<file path="src/logic/sja1000_macros.svh">
`ifndef SJA1000_MACROS_SVH
`define SJA1000_MACROS_SVH

// PeliCAN register map
`define SJA_REG_MODE      8'h00
`define SJA_REG_CMD       8'h01
`define SJA_REG_STATUS    8'h02
`define SJA_REG_BTR0      8'h06
`define SJA_REG_BTR1      8'h07
`define SJA_REG_CDR       8'h1F
`define SJA_REG_AMR0      8'h14
// rx and tx buffers share the window from 0x10
`define SJA_REG_TX_INFO   8'h10
`define SJA_REG_ID0       8'h11
`define SJA_REG_DATA0     8'h15

`define SJA_MODE_RESET    8'h09
`define SJA_CDR_VALUE     8'hC8
`define SJA_BTR0_VALUE    8'h1C
`define SJA_BTR1_VALUE    8'h1A
`define SJA_AMR_OPEN      8'hFF
`define SJA_AMR_REGS      4

`define SJA_CMD_RRB       8'h04
`define SJA_CMD_TR        8'h01

// extended frame, dlc 5
`define SJA_TX_INFO       8'h85

`define CAN_ID_BYTES      4
`define CAN_RX_DATA_BYTES 6
`define CAN_TX_DATA_BYTES 5

`define SJA_ACCESS_CYCLES 8
`define CAN_RX_CREDITS    2

`endif

</file>
<file path="src/logic/can_host_pkg.sv">
`include "sja1000_macros.svh"

package can_host_pkg;

	typedef enum logic [3:0] {
		ST_SET_RESET,
		ST_CHK_RESET,
		ST_SET_CDR,
		ST_CHK_CDR,
		ST_OPEN_AMR,
		ST_SET_BTR,
		ST_GET_MODE,
		ST_RUN_MODE,
		ST_POLL,
		ST_RX_READ,
		ST_RX_REL,
		ST_TX_WRITE,
		ST_TX_CMD
	} seq_state_e;

	typedef struct packed {
		logic [`CAN_ID_BYTES-1:0][7:0]      id;
		logic [`CAN_RX_DATA_BYTES-1:0][7:0] data;
	} can_rx_frame_t;

	typedef struct packed {
		logic [`CAN_ID_BYTES-1:0][7:0]      id;
		logic [`CAN_TX_DATA_BYTES-1:0][7:0] data;
	} can_tx_frame_t;

	typedef struct packed {
		logic       rx_cap;
		logic       tx_sel;
		logic [3:0] idx;
	} buf_sel_t;

endpackage

</file>
<file path="src/logic/sja1000_reg_pkg.sv">
package sja1000_reg_pkg;

	// status register fields, bit 7 down to bit 0
	typedef struct packed {
		logic [4:0] upper;
		logic       tbs;
		logic       dos;
		logic       rbs;
	} sja_status_t;

	// one read byte, seen whole or as status
	typedef union packed {
		logic [7:0]  raw;
		sja_status_t status;
	} sja_rd_word_u;

	typedef struct packed {
		logic       rd;
		logic       wr;
		logic [7:0] addr;
		logic [7:0] wdata;
	} sja_bus_req_t;

endpackage

</file>
<file path="src/logic/can_access_timer.sv">
`timescale 1ns/1ps
`include "sja1000_macros.svh"

module can_access_timer (
	input  logic clk,
	input  logic reset_n,
	input  logic start,
	output logic ale_phase,
	output logic strobe_phase,
	output logic sample_phase,
	output logic access_done
);

	logic [2:0] phase;
	logic       busy;

	// phase k is cycle k of the access, wraps to zero on the last one
	always_ff @(posedge clk or negedge reset_n)
		if (!reset_n)
		begin
			busy  <= 1'b0;
			phase <= 3'd0;
		end
		else if (!busy)
		begin
			busy  <= start;
			phase <= start ? 3'd1 : 3'd0;
		end
		else
		begin
			busy  <= !access_done;
			phase <= access_done ? 3'd0 : phase + 3'd1;
		end

	assign access_done = busy && (phase == 3'(`SJA_ACCESS_CYCLES));

	// decoded one cycle early, the port registers the pins
	assign ale_phase    = !busy && start;
	assign strobe_phase = busy && (phase >= 3'd2) && (phase <= 3'd5);
	assign sample_phase = busy && (phase == 3'd5);

endmodule

</file>
<file path="src/logic/can_bus_port.sv">
`timescale 1ns/1ps

module can_bus_port
	import sja1000_reg_pkg::*;
(
	input  logic         clk,
	input  logic         reset_n,
	input  sja_bus_req_t bus_req,
	input  logic         ale_phase,
	input  logic         strobe_phase,
	input  logic         sample_phase,
	input  logic [7:0]   can_in,
	output logic [7:0]   can_out,
	output logic         en_out,
	output logic         convert_dir,
	output logic         rd_valid,
	output logic         can_ale,
	output logic         can_cs_n,
	output logic         can_rd_n,
	output logic         can_wr_n,
	output sja_rd_word_u rd_word
);

	always_ff @(posedge clk or negedge reset_n)
		if (!reset_n)
		begin
			can_out     <= 8'h00;
			en_out      <= 1'b0;
			convert_dir <= 1'b1;
			rd_valid    <= 1'b0;
			can_ale     <= 1'b0;
			can_cs_n    <= 1'b1;
			can_rd_n    <= 1'b1;
			can_wr_n    <= 1'b1;
		end
		else
		begin
			// address while ale is up, write byte after it
			can_out     <= ale_phase ? bus_req.addr : bus_req.wdata;
			en_out      <= ale_phase || (strobe_phase && bus_req.wr);
			// translator turned toward the host during a read strobe
			convert_dir <= !(strobe_phase && bus_req.rd);
			rd_valid    <= sample_phase && bus_req.rd;
			can_ale     <= ale_phase;
			can_cs_n    <= !strobe_phase;
			can_rd_n    <= !(strobe_phase && bus_req.rd);
			can_wr_n    <= !(strobe_phase && bus_req.wr);
		end

	always_ff @(posedge clk)
		if (rd_valid)
			rd_word.raw <= can_in;

endmodule

</file>
<file path="src/logic/can_frame_buffer.sv">
`timescale 1ns/1ps
`include "sja1000_macros.svh"

module can_frame_buffer
	import sja1000_reg_pkg::*;
	import can_host_pkg::*;
(
	input  logic          clk,
	input  logic          reset_n,
	input  buf_sel_t      buf_sel,
	input  sja_rd_word_u  rd_word,
	input  can_tx_frame_t can_tx_frame,
	output logic [7:0]    tx_byte,
	output can_rx_frame_t can_rx_frame
);

	localparam logic [3:0] RX_LAST = 4'(`CAN_ID_BYTES + `CAN_RX_DATA_BYTES - 1);

	can_rx_frame_t rx_asm;
	can_rx_frame_t rx_next;

	// identifier bytes first, then data
	always_comb
	begin
		rx_next = rx_asm;
		if (buf_sel.idx < 4'(`CAN_ID_BYTES))
			rx_next.id[2'(buf_sel.idx)] = rd_word.raw;
		else
			rx_next.data[3'(buf_sel.idx - 4'(`CAN_ID_BYTES))] = rd_word.raw;
	end

	always_ff @(posedge clk)
		if (buf_sel.rx_cap)
			rx_asm <= rx_next;

	// presented frame only moves when the last byte lands
	always_ff @(posedge clk or negedge reset_n)
		if (!reset_n)
			can_rx_frame <= '0;
		else if (buf_sel.rx_cap && buf_sel.idx == RX_LAST)
			can_rx_frame <= rx_next;

	// info byte at 0, data from 5 on, the sequencer supplies the id bytes
	always_comb
	begin
		if (!buf_sel.tx_sel)
			tx_byte = 8'h00;
		else if (buf_sel.idx == 4'd0)
			tx_byte = `SJA_TX_INFO;
		else
			tx_byte = can_tx_frame.data[3'(buf_sel.idx - 4'(`CAN_ID_BYTES + 1))];
	end

endmodule

</file>
<file path="src/logic/can_host_top.sv">
`timescale 1ns/1ps

module can_host_top
	import sja1000_reg_pkg::*;
	import can_host_pkg::*;
(
	input  logic          clk,
	input  logic          reset_n,
	output logic          can_rx_valid,
	output can_rx_frame_t can_rx_frame,
	input  logic          can_rx_credit,
	input  logic          can_tx_req,
	input  can_tx_frame_t can_tx_frame,
	output logic          can_tx_done,
	input  logic [7:0]    can_in,
	output logic [7:0]    can_out,
	output logic          en_out,
	output logic          convert_dir,
	output logic          rd_valid,
	output logic          can_ale,
	output logic          can_cs_n,
	output logic          can_rd_n,
	output logic          can_wr_n
);

	sja_bus_req_t bus_req;
	sja_rd_word_u rd_word;
	buf_sel_t     buf_sel;
	logic [7:0]   tx_byte;
	logic         access_done;
	logic         ale_phase;
	logic         strobe_phase;
	logic         sample_phase;

	can_seq_fsm u_can_seq_fsm (
		.can_tx_frame_id(can_tx_frame.id),
		.*
	);

	// any pending read or write starts the access
	can_access_timer u_can_access_timer (
		.start(bus_req.rd | bus_req.wr),
		.*
	);

	can_bus_port u_can_bus_port (.*);

	can_frame_buffer u_can_frame_buffer (.*);

endmodule

</file>
<file path="src/logic/can_seq_fsm.sv">
`timescale 1ns/1ps
`include "sja1000_macros.svh"

module can_seq_fsm
	import sja1000_reg_pkg::*;
	import can_host_pkg::*;
(
	input  logic                          clk,
	input  logic                          reset_n,
	output sja_bus_req_t                  bus_req,
	input  logic                          access_done,
	input  sja_rd_word_u                  rd_word,
	output buf_sel_t                      buf_sel,
	input  logic [7:0]                    tx_byte,
	input  logic                          can_tx_req,
	input  logic [`CAN_ID_BYTES-1:0][7:0] can_tx_frame_id,
	output logic                          can_rx_valid,
	input  logic                          can_rx_credit,
	output logic                          can_tx_done
);

	localparam logic [3:0] AMR_LAST = 4'(`SJA_AMR_REGS - 1);
	localparam logic [3:0] RX_LAST  = 4'(`CAN_ID_BYTES + `CAN_RX_DATA_BYTES - 1);
	localparam logic [3:0] TX_LAST  = 4'(`CAN_ID_BYTES + `CAN_TX_DATA_BYTES);
	localparam int         CREDIT_W = $clog2(`CAN_RX_CREDITS + 1);

	seq_state_e          state;
	logic [3:0]          idx;
	logic [7:0]          mode_q;
	logic [7:0]          tx_wdata;
	logic [CREDIT_W-1:0] credits;
	logic                rx_take;

	function automatic sja_bus_req_t wr_req(input logic [7:0] addr, input logic [7:0] data);
		return '{rd: 1'b0, wr: 1'b1, addr: addr, wdata: data};
	endfunction

	function automatic sja_bus_req_t rd_req(input logic [7:0] addr);
		return '{rd: 1'b1, wr: 1'b0, addr: addr, wdata: 8'h00};
	endfunction

	//////////////////////////////////////////////////////////////////////
	// access request per state

	// identifier bytes go out straight from the producer frame
	assign tx_wdata = (idx != 4'd0 && idx <= 4'(`CAN_ID_BYTES)) ?
		can_tx_frame_id[2'(idx - 4'd1)] : tx_byte;

	always_comb
	begin
		case (state)
		ST_SET_RESET: bus_req = wr_req(`SJA_REG_MODE, `SJA_MODE_RESET);
		ST_CHK_RESET: bus_req = rd_req(`SJA_REG_MODE);
		ST_SET_CDR:   bus_req = wr_req(`SJA_REG_CDR, `SJA_CDR_VALUE);
		ST_CHK_CDR:   bus_req = rd_req(`SJA_REG_CDR);
		ST_OPEN_AMR:  bus_req = wr_req(`SJA_REG_AMR0 + 8'(idx), `SJA_AMR_OPEN);
		ST_SET_BTR:   bus_req = wr_req(`SJA_REG_BTR0 + 8'(idx),
			idx[0] ? `SJA_BTR1_VALUE : `SJA_BTR0_VALUE);
		ST_GET_MODE:  bus_req = rd_req(`SJA_REG_MODE);
		// leave reset mode, keep the other mode bits
		ST_RUN_MODE:  bus_req = wr_req(`SJA_REG_MODE, mode_q & 8'hFE);
		ST_RX_READ:   bus_req = rd_req(`SJA_REG_ID0 + 8'(idx));
		ST_RX_REL:    bus_req = wr_req(`SJA_REG_CMD, `SJA_CMD_RRB);
		ST_TX_WRITE:  bus_req = wr_req(`SJA_REG_TX_INFO + 8'(idx), tx_wdata);
		ST_TX_CMD:    bus_req = wr_req(`SJA_REG_CMD, `SJA_CMD_TR);
		default:      bus_req = rd_req(`SJA_REG_STATUS);
		endcase
		buf_sel.rx_cap = (state == ST_RX_READ) && access_done;
		buf_sel.tx_sel = (state == ST_TX_WRITE);
		buf_sel.idx    = idx;
	end

	//////////////////////////////////////////////////////////////////////
	// receive credits

	assign rx_take = (state == ST_RX_READ) && access_done && (idx == RX_LAST);

	always_ff @(posedge clk or negedge reset_n)
		if (!reset_n)
			credits <= CREDIT_W'(`CAN_RX_CREDITS);
		else if (rx_take != can_rx_credit)
			credits <= rx_take ? credits - 1'b1 : credits + 1'b1;

	always_ff @(posedge clk)
		if (state == ST_GET_MODE && access_done)
			mode_q <= rd_word.raw;

	//////////////////////////////////////////////////////////////////////
	// step sequencing, advanced on each finished access

	always_ff @(posedge clk or negedge reset_n)
	begin
		if (!reset_n)
		begin
			state        <= ST_SET_RESET;
			idx          <= 4'd0;
			can_rx_valid <= 1'b0;
			can_tx_done  <= 1'b0;
		end
		else
		begin
			can_rx_valid <= rx_take;
			can_tx_done  <= (state == ST_TX_CMD) && access_done;
			if (access_done)
			begin
				// multi-byte steps bump idx, everything else clears it
				idx <= 4'd0;
				case (state)
				ST_SET_RESET: state <= ST_CHK_RESET;
				ST_CHK_RESET: state <= rd_word.raw[0] ? ST_SET_CDR : ST_SET_RESET;
				ST_SET_CDR:   state <= ST_CHK_CDR;
				ST_CHK_CDR:
					state <= (rd_word.raw == `SJA_CDR_VALUE) ? ST_OPEN_AMR : ST_SET_CDR;
				ST_OPEN_AMR:
					if (idx == AMR_LAST)
						state <= ST_SET_BTR;
					else
						idx <= idx + 4'd1;
				ST_SET_BTR:
					if (idx == 4'd1)
						state <= ST_GET_MODE;
					else
						idx <= idx + 4'd1;
				ST_GET_MODE:  state <= ST_RUN_MODE;
				ST_POLL:
					if (rd_word.status.rbs && credits != '0)
						state <= ST_RX_READ;
					else if (rd_word.status.tbs && can_tx_req)
						state <= ST_TX_WRITE;
				ST_RX_READ:
					if (idx == RX_LAST)
						state <= ST_RX_REL;
					else
						idx <= idx + 4'd1;
				ST_TX_WRITE:
					if (idx == TX_LAST)
						state <= ST_TX_CMD;
					else
						idx <= idx + 4'd1;
				ST_RUN_MODE, ST_RX_REL, ST_TX_CMD: state <= ST_POLL;
				default:      state <= ST_SET_RESET;
				endcase
			end
		end
	end

endmodule

</file>
<file path="config.mk">
export PLATFORM = sky130hd
export DESIGN_NAME = can_host_top
export DESIGN_NICKNAME = d
export VERILOG_FILES = /design/src/logic/can_host_pkg.sv /design/src/logic/sja1000_reg_pkg.sv /design/src/logic/can_access_timer.sv /design/src/logic/can_bus_port.sv /design/src/logic/can_frame_buffer.sv /design/src/logic/can_host_top.sv /design/src/logic/can_seq_fsm.sv
export VERILOG_INCLUDE_DIRS = /design/src /design/src/logic
export SDC_FILE = /design/constraint.sdc
export NUM_CORES = 1
export LEC_CHECK = 0
export ABC_AREA = 1
export BUFFER_PORTS_ARGS = -buffer_cell sky130_fd_sc_hd__buf_2
export CAP_MARGIN = 20
export CORE_MARGIN = 2
export CORE_UTILIZATION = 40
export DETAILED_ROUTE_END_ITERATION = 8
export SETUP_SLACK_MARGIN = 0.2
export SYNTH_ARGS = -nofsm -noshare
export SYNTH_HDL_FRONTEND = slang
export SYNTH_SLANG_ARGS = --single-unit
</file>
<file path="constraint.sdc">
create_clock -name clk -period 7.97 [get_ports clk]
set_input_delay 0.797 -clock clk [delete_from_list [all_inputs] [get_ports clk]]
set_output_delay 0.797 -clock clk [all_outputs]
set_load 0.1 [all_outputs]
</file>
==> results by group <==
Clock network
  • TritonCTS clock tree: built
  • Number of CTS-inserted buffers: 23
  • Post-CTS Resized: 0
  • Reg clk slew, reported paths: 0.06 ns
  • Setup Fix Bufs, Post-CTS: 0
  • Post-CTS Hold Buffers: 0
  • CTS root buffer: clkbuf_16
  • Clk Latency, worst-skew pair: 0.51 ns
  • Clock Sinks: 205
  • H-tree Lvls: 1
  • CTS Buffer Depth: 3

Placement
  • Post-DP HPWL: 16900 µm
  • Placer congestion estimate: 0.944
  • IO Port Bufs: 180
  • Placed Cells: 1527

Power and ir drop
  • NetSw: 452 µW
  • Seq pwr share: 49.1%
  • Comb power frac: 2.6%
  • Clk pwr share: 48.3%
  • Leak: 5.68 nW
  • Max VDD drop: 0.136 mV
  • Pwr per Cell Area: 200 mW/mm²
  • Sw Ratio: 19.9%
  • Int Power: 1.82 mW

Floorplan
  • Core Footprint: 0.0233 mm²
  • Die ar.: 0.0248 mm²
  • Die Height: 158 µm
  • I/O pin count: 181
  • Die W: 158 µm
  • Initial Utilization: 40.5%
  • # rows: 56

Timing
  • Max-slew violation count: 0
  • Layout Skew: 0.0193 ns
  • Final hold viol count: 0
  • Period utilization: 42.9%
  • RSZ-0062 raised after global routing: false
  • Slew @ Worst Pin: 0.929 ns
  • Setup TNS: 0 ns
  • Fmax: 292 MHz
  • Final setup fails: 0
  • Final min period: 3.42 ns
  • Rel. slew slack: 37.7%

Drt
  • DRT iter0 DRCs: 571
  • Via/cell ratio: 4.90
  • Pre-antenna DRT Iters: 5
  • Post-route ant nets: 0
  • Number of remaining DRC errors: 0
  • Routed via count: 7671
  • Routed wire per std cell: 16.2 µm
  • WL final: 25400 µm

Worst hold path
  • Hold Path Class: input port to asynchronous set/reset pin

Flow run
  • Number of max-cap violations: 0

Global route
  • Vias in the first global route: 7279
  • GRT Resource Usage Total: 20.5%
  • First-pass GRT wire length: 40400 µm
  • Largest net degree at the start of global routing: 83
  • Antenna violations before repair: 0
  • Total congestion overflow: 0

Synth
  • Synthesized Nets: 1168
  • Mean Syn Cell Area: 8.84 µm²
  • Post-Syn Area: 0.00944 mm²
  • Total number of yosys warnings: 0
  • Post-synth top area share: 30.2%
  • Post-Syn Instances: 1068
  • Area contributors post-synth: edfxtp_1, dfrtp_1, nand2_1
  • Dominant cell type by area after synthesis: edfxtp_1
  • Unique masters post-synth: 34
  • Sequential area share after synthesis: 59.4%
  • Synth Register Bits: 205

Setup path
  • CP Launch Type: register
  • Worst path required time: 8.39 ns
  • CP Buf/Inv Count: 2
  • Worst-path fanout max: 36
  • CP delay by family, top: buffers and inverters
  • Kind of critical path: register to register
  • Crit end category: register
  • Largest stage delay on the critical path: 1.06 ns
  • Worst Path Arrival: 3.84 ns
  • Slowest-stage cell, CP: ha_1
  • Critical path cell sequence: clkinv_1, ha_1, inv_1, nand3_1, nand2_1, a21oi_1, nand2_1, a21oi_1

Cells and area
  • Layout cells sized above 1: 19.2%
  • Ant diodes: 0
  • Fin cells: 1567
  • # nets final: 1333
  • Area delta synth->final: 20.0%
  • Fillers: 2306

Outcome
  • Status: finished, final reports clean
[state kept, by name (all words and copies together), names as in the netlist, 2 cells and up]
signal and flops:
u_can_frame_buffer.can_rx_frame 80, u_can_frame_buffer.rx_asm 80, u_can_bus_port.can_out 8, u_can_bus_port.rd_word 8, u_can_seq_fsm.mode_q 7, u_can_seq_fsm.idx 4
u_can_seq_fsm.state 4, u_can_access_timer.phase 3, u_can_seq_fsm.credits 2
[cells by family (layout without fill, tap and decap cells)]
kind of cell,count (synthesis),count (layout),share of synthesized area (%)
compound gates,131,131,7.09
xor+xnor,5,5,0.543
fa+ha+maj,16,16,2.12
buf+inv,84,264,4.29
flops,205,205,59.4
simple gates,627,627,26.5
[cells in the mapped netlist (all sizes together)]
library cell	n
a211oi	1
a21oi	25
buf	18
clkbuf	28
clkinv	2
dfrtp	106
dfstp	4
edfxtp	95
ha	16
inv	36
nand2	508
nand3	61
nand4	3
nor2	48
nor3	7
o211ai	2
o21ai	100
o22ai	2
o311ai	1
xnor2	2
xor2	3
[final timing paths]
check,startpoint,endpoint,slack [ns],depth (start not counted)
max,u_can_seq_fsm.idx[0],u_can_bus_port.can_out[7],4.55,8
min,reset_n,u_can_seq_fsm.can_rx_valid,0.40,1
max reg2reg,u_can_seq_fsm.idx[0],u_can_bus_port.can_out[7],4.55,8
min reg2reg,u_can_frame_buffer.can_rx_frame[38],u_can_frame_buffer.can_rx_frame[38],0.47,2
max in group asynchronous,reset_n,u_can_frame_buffer.can_rx_frame[32],6.40,2
min in group clk,can_in[0],u_can_bus_port.rd_word[0],0.46,1
[metal layers]
metal,up-vias,global-route usage (%),part of all wire (%)
met1,3642,30.7,48
li1,3804,-,-
met2,191,32.2,46
met5,-,0,0
met4,0,4.72,2.2
met3,34,2.14,4.3
[power groups by stage]
stage,registers [mW],logic (mW),clock network [mW]
2_1_floorplan,1.13,0.0221,0
6_report,1.11,0.0588,1.10
4_1_cts,1.11,0.0597,1.12
3_5_place_dp,1.14,0.0594,0
3_3_place_gp,1.13,0.0580,0
5_1_grt,1.11,0.0664,1.16
[cells in the final DEF (no fill, tap or decap), types with 2 or more instances in the layout]
master / instances
clkinv_1: 2
clkbuf_8: 4
nor2_4: 3
dfstp_2: 4
buf_2: 179
nor3_1: 6
ha_1: 16
buf_4: 7
inv_2: 2
clkinv_2: 4
nand4_1: 3
xnor2_1: 2
nand2_2: 2
edfxtp_1: 95
nand3_1: 60
o21ai_0: 99
a21oi_1: 25
xor2_1: 2
clkbuf_16: 24
bufinv_16: 3
nand2_4: 2
o22ai_1: 2
dfrtp_1: 106
nand2_1: 504
clkbuf_1: 4
inv_1: 33
o211ai_1: 2
nor2_1: 44
[per-stage QoR]
stage / cell area [µm²] / util [%] / setup WS (ns) / power [mW] / hold slack (ns)
finish: 11300 / 48.5 / 4.55 / 2.27 / 0.398
floorplan: 9440 / - / 2.33 / 1.16 / 0.450
global route: 11300 / 48.5 / 4.20 / 2.34 / 0.459
CTS: 11300 / 48.5 / 4.60 / 2.29 / 0.436
detailed placement: 10500 / 45.2 / 4.62 / 1.19 / 0.460
global placement: 10500 / 45.2 / 4.71 / 1.19 / 0.459
[final cells by class]
cell class / count / area [µm²] / area share [%]
Tap cell: 319 / 399 / 3.52
Timing Repair Buffer: 186 / 948 / 8.37
Multi-Input combinational cell: 779 / 3440 / 30.3
Inverter: 38 / 145 / 1.28
Clock inverter: 8 / 118 / 1.04
Clock buffer: 32 / 671 / 5.92
Sequential cell: 205 / 5610 / 49.5
Power figures use the tool's default switching activity.
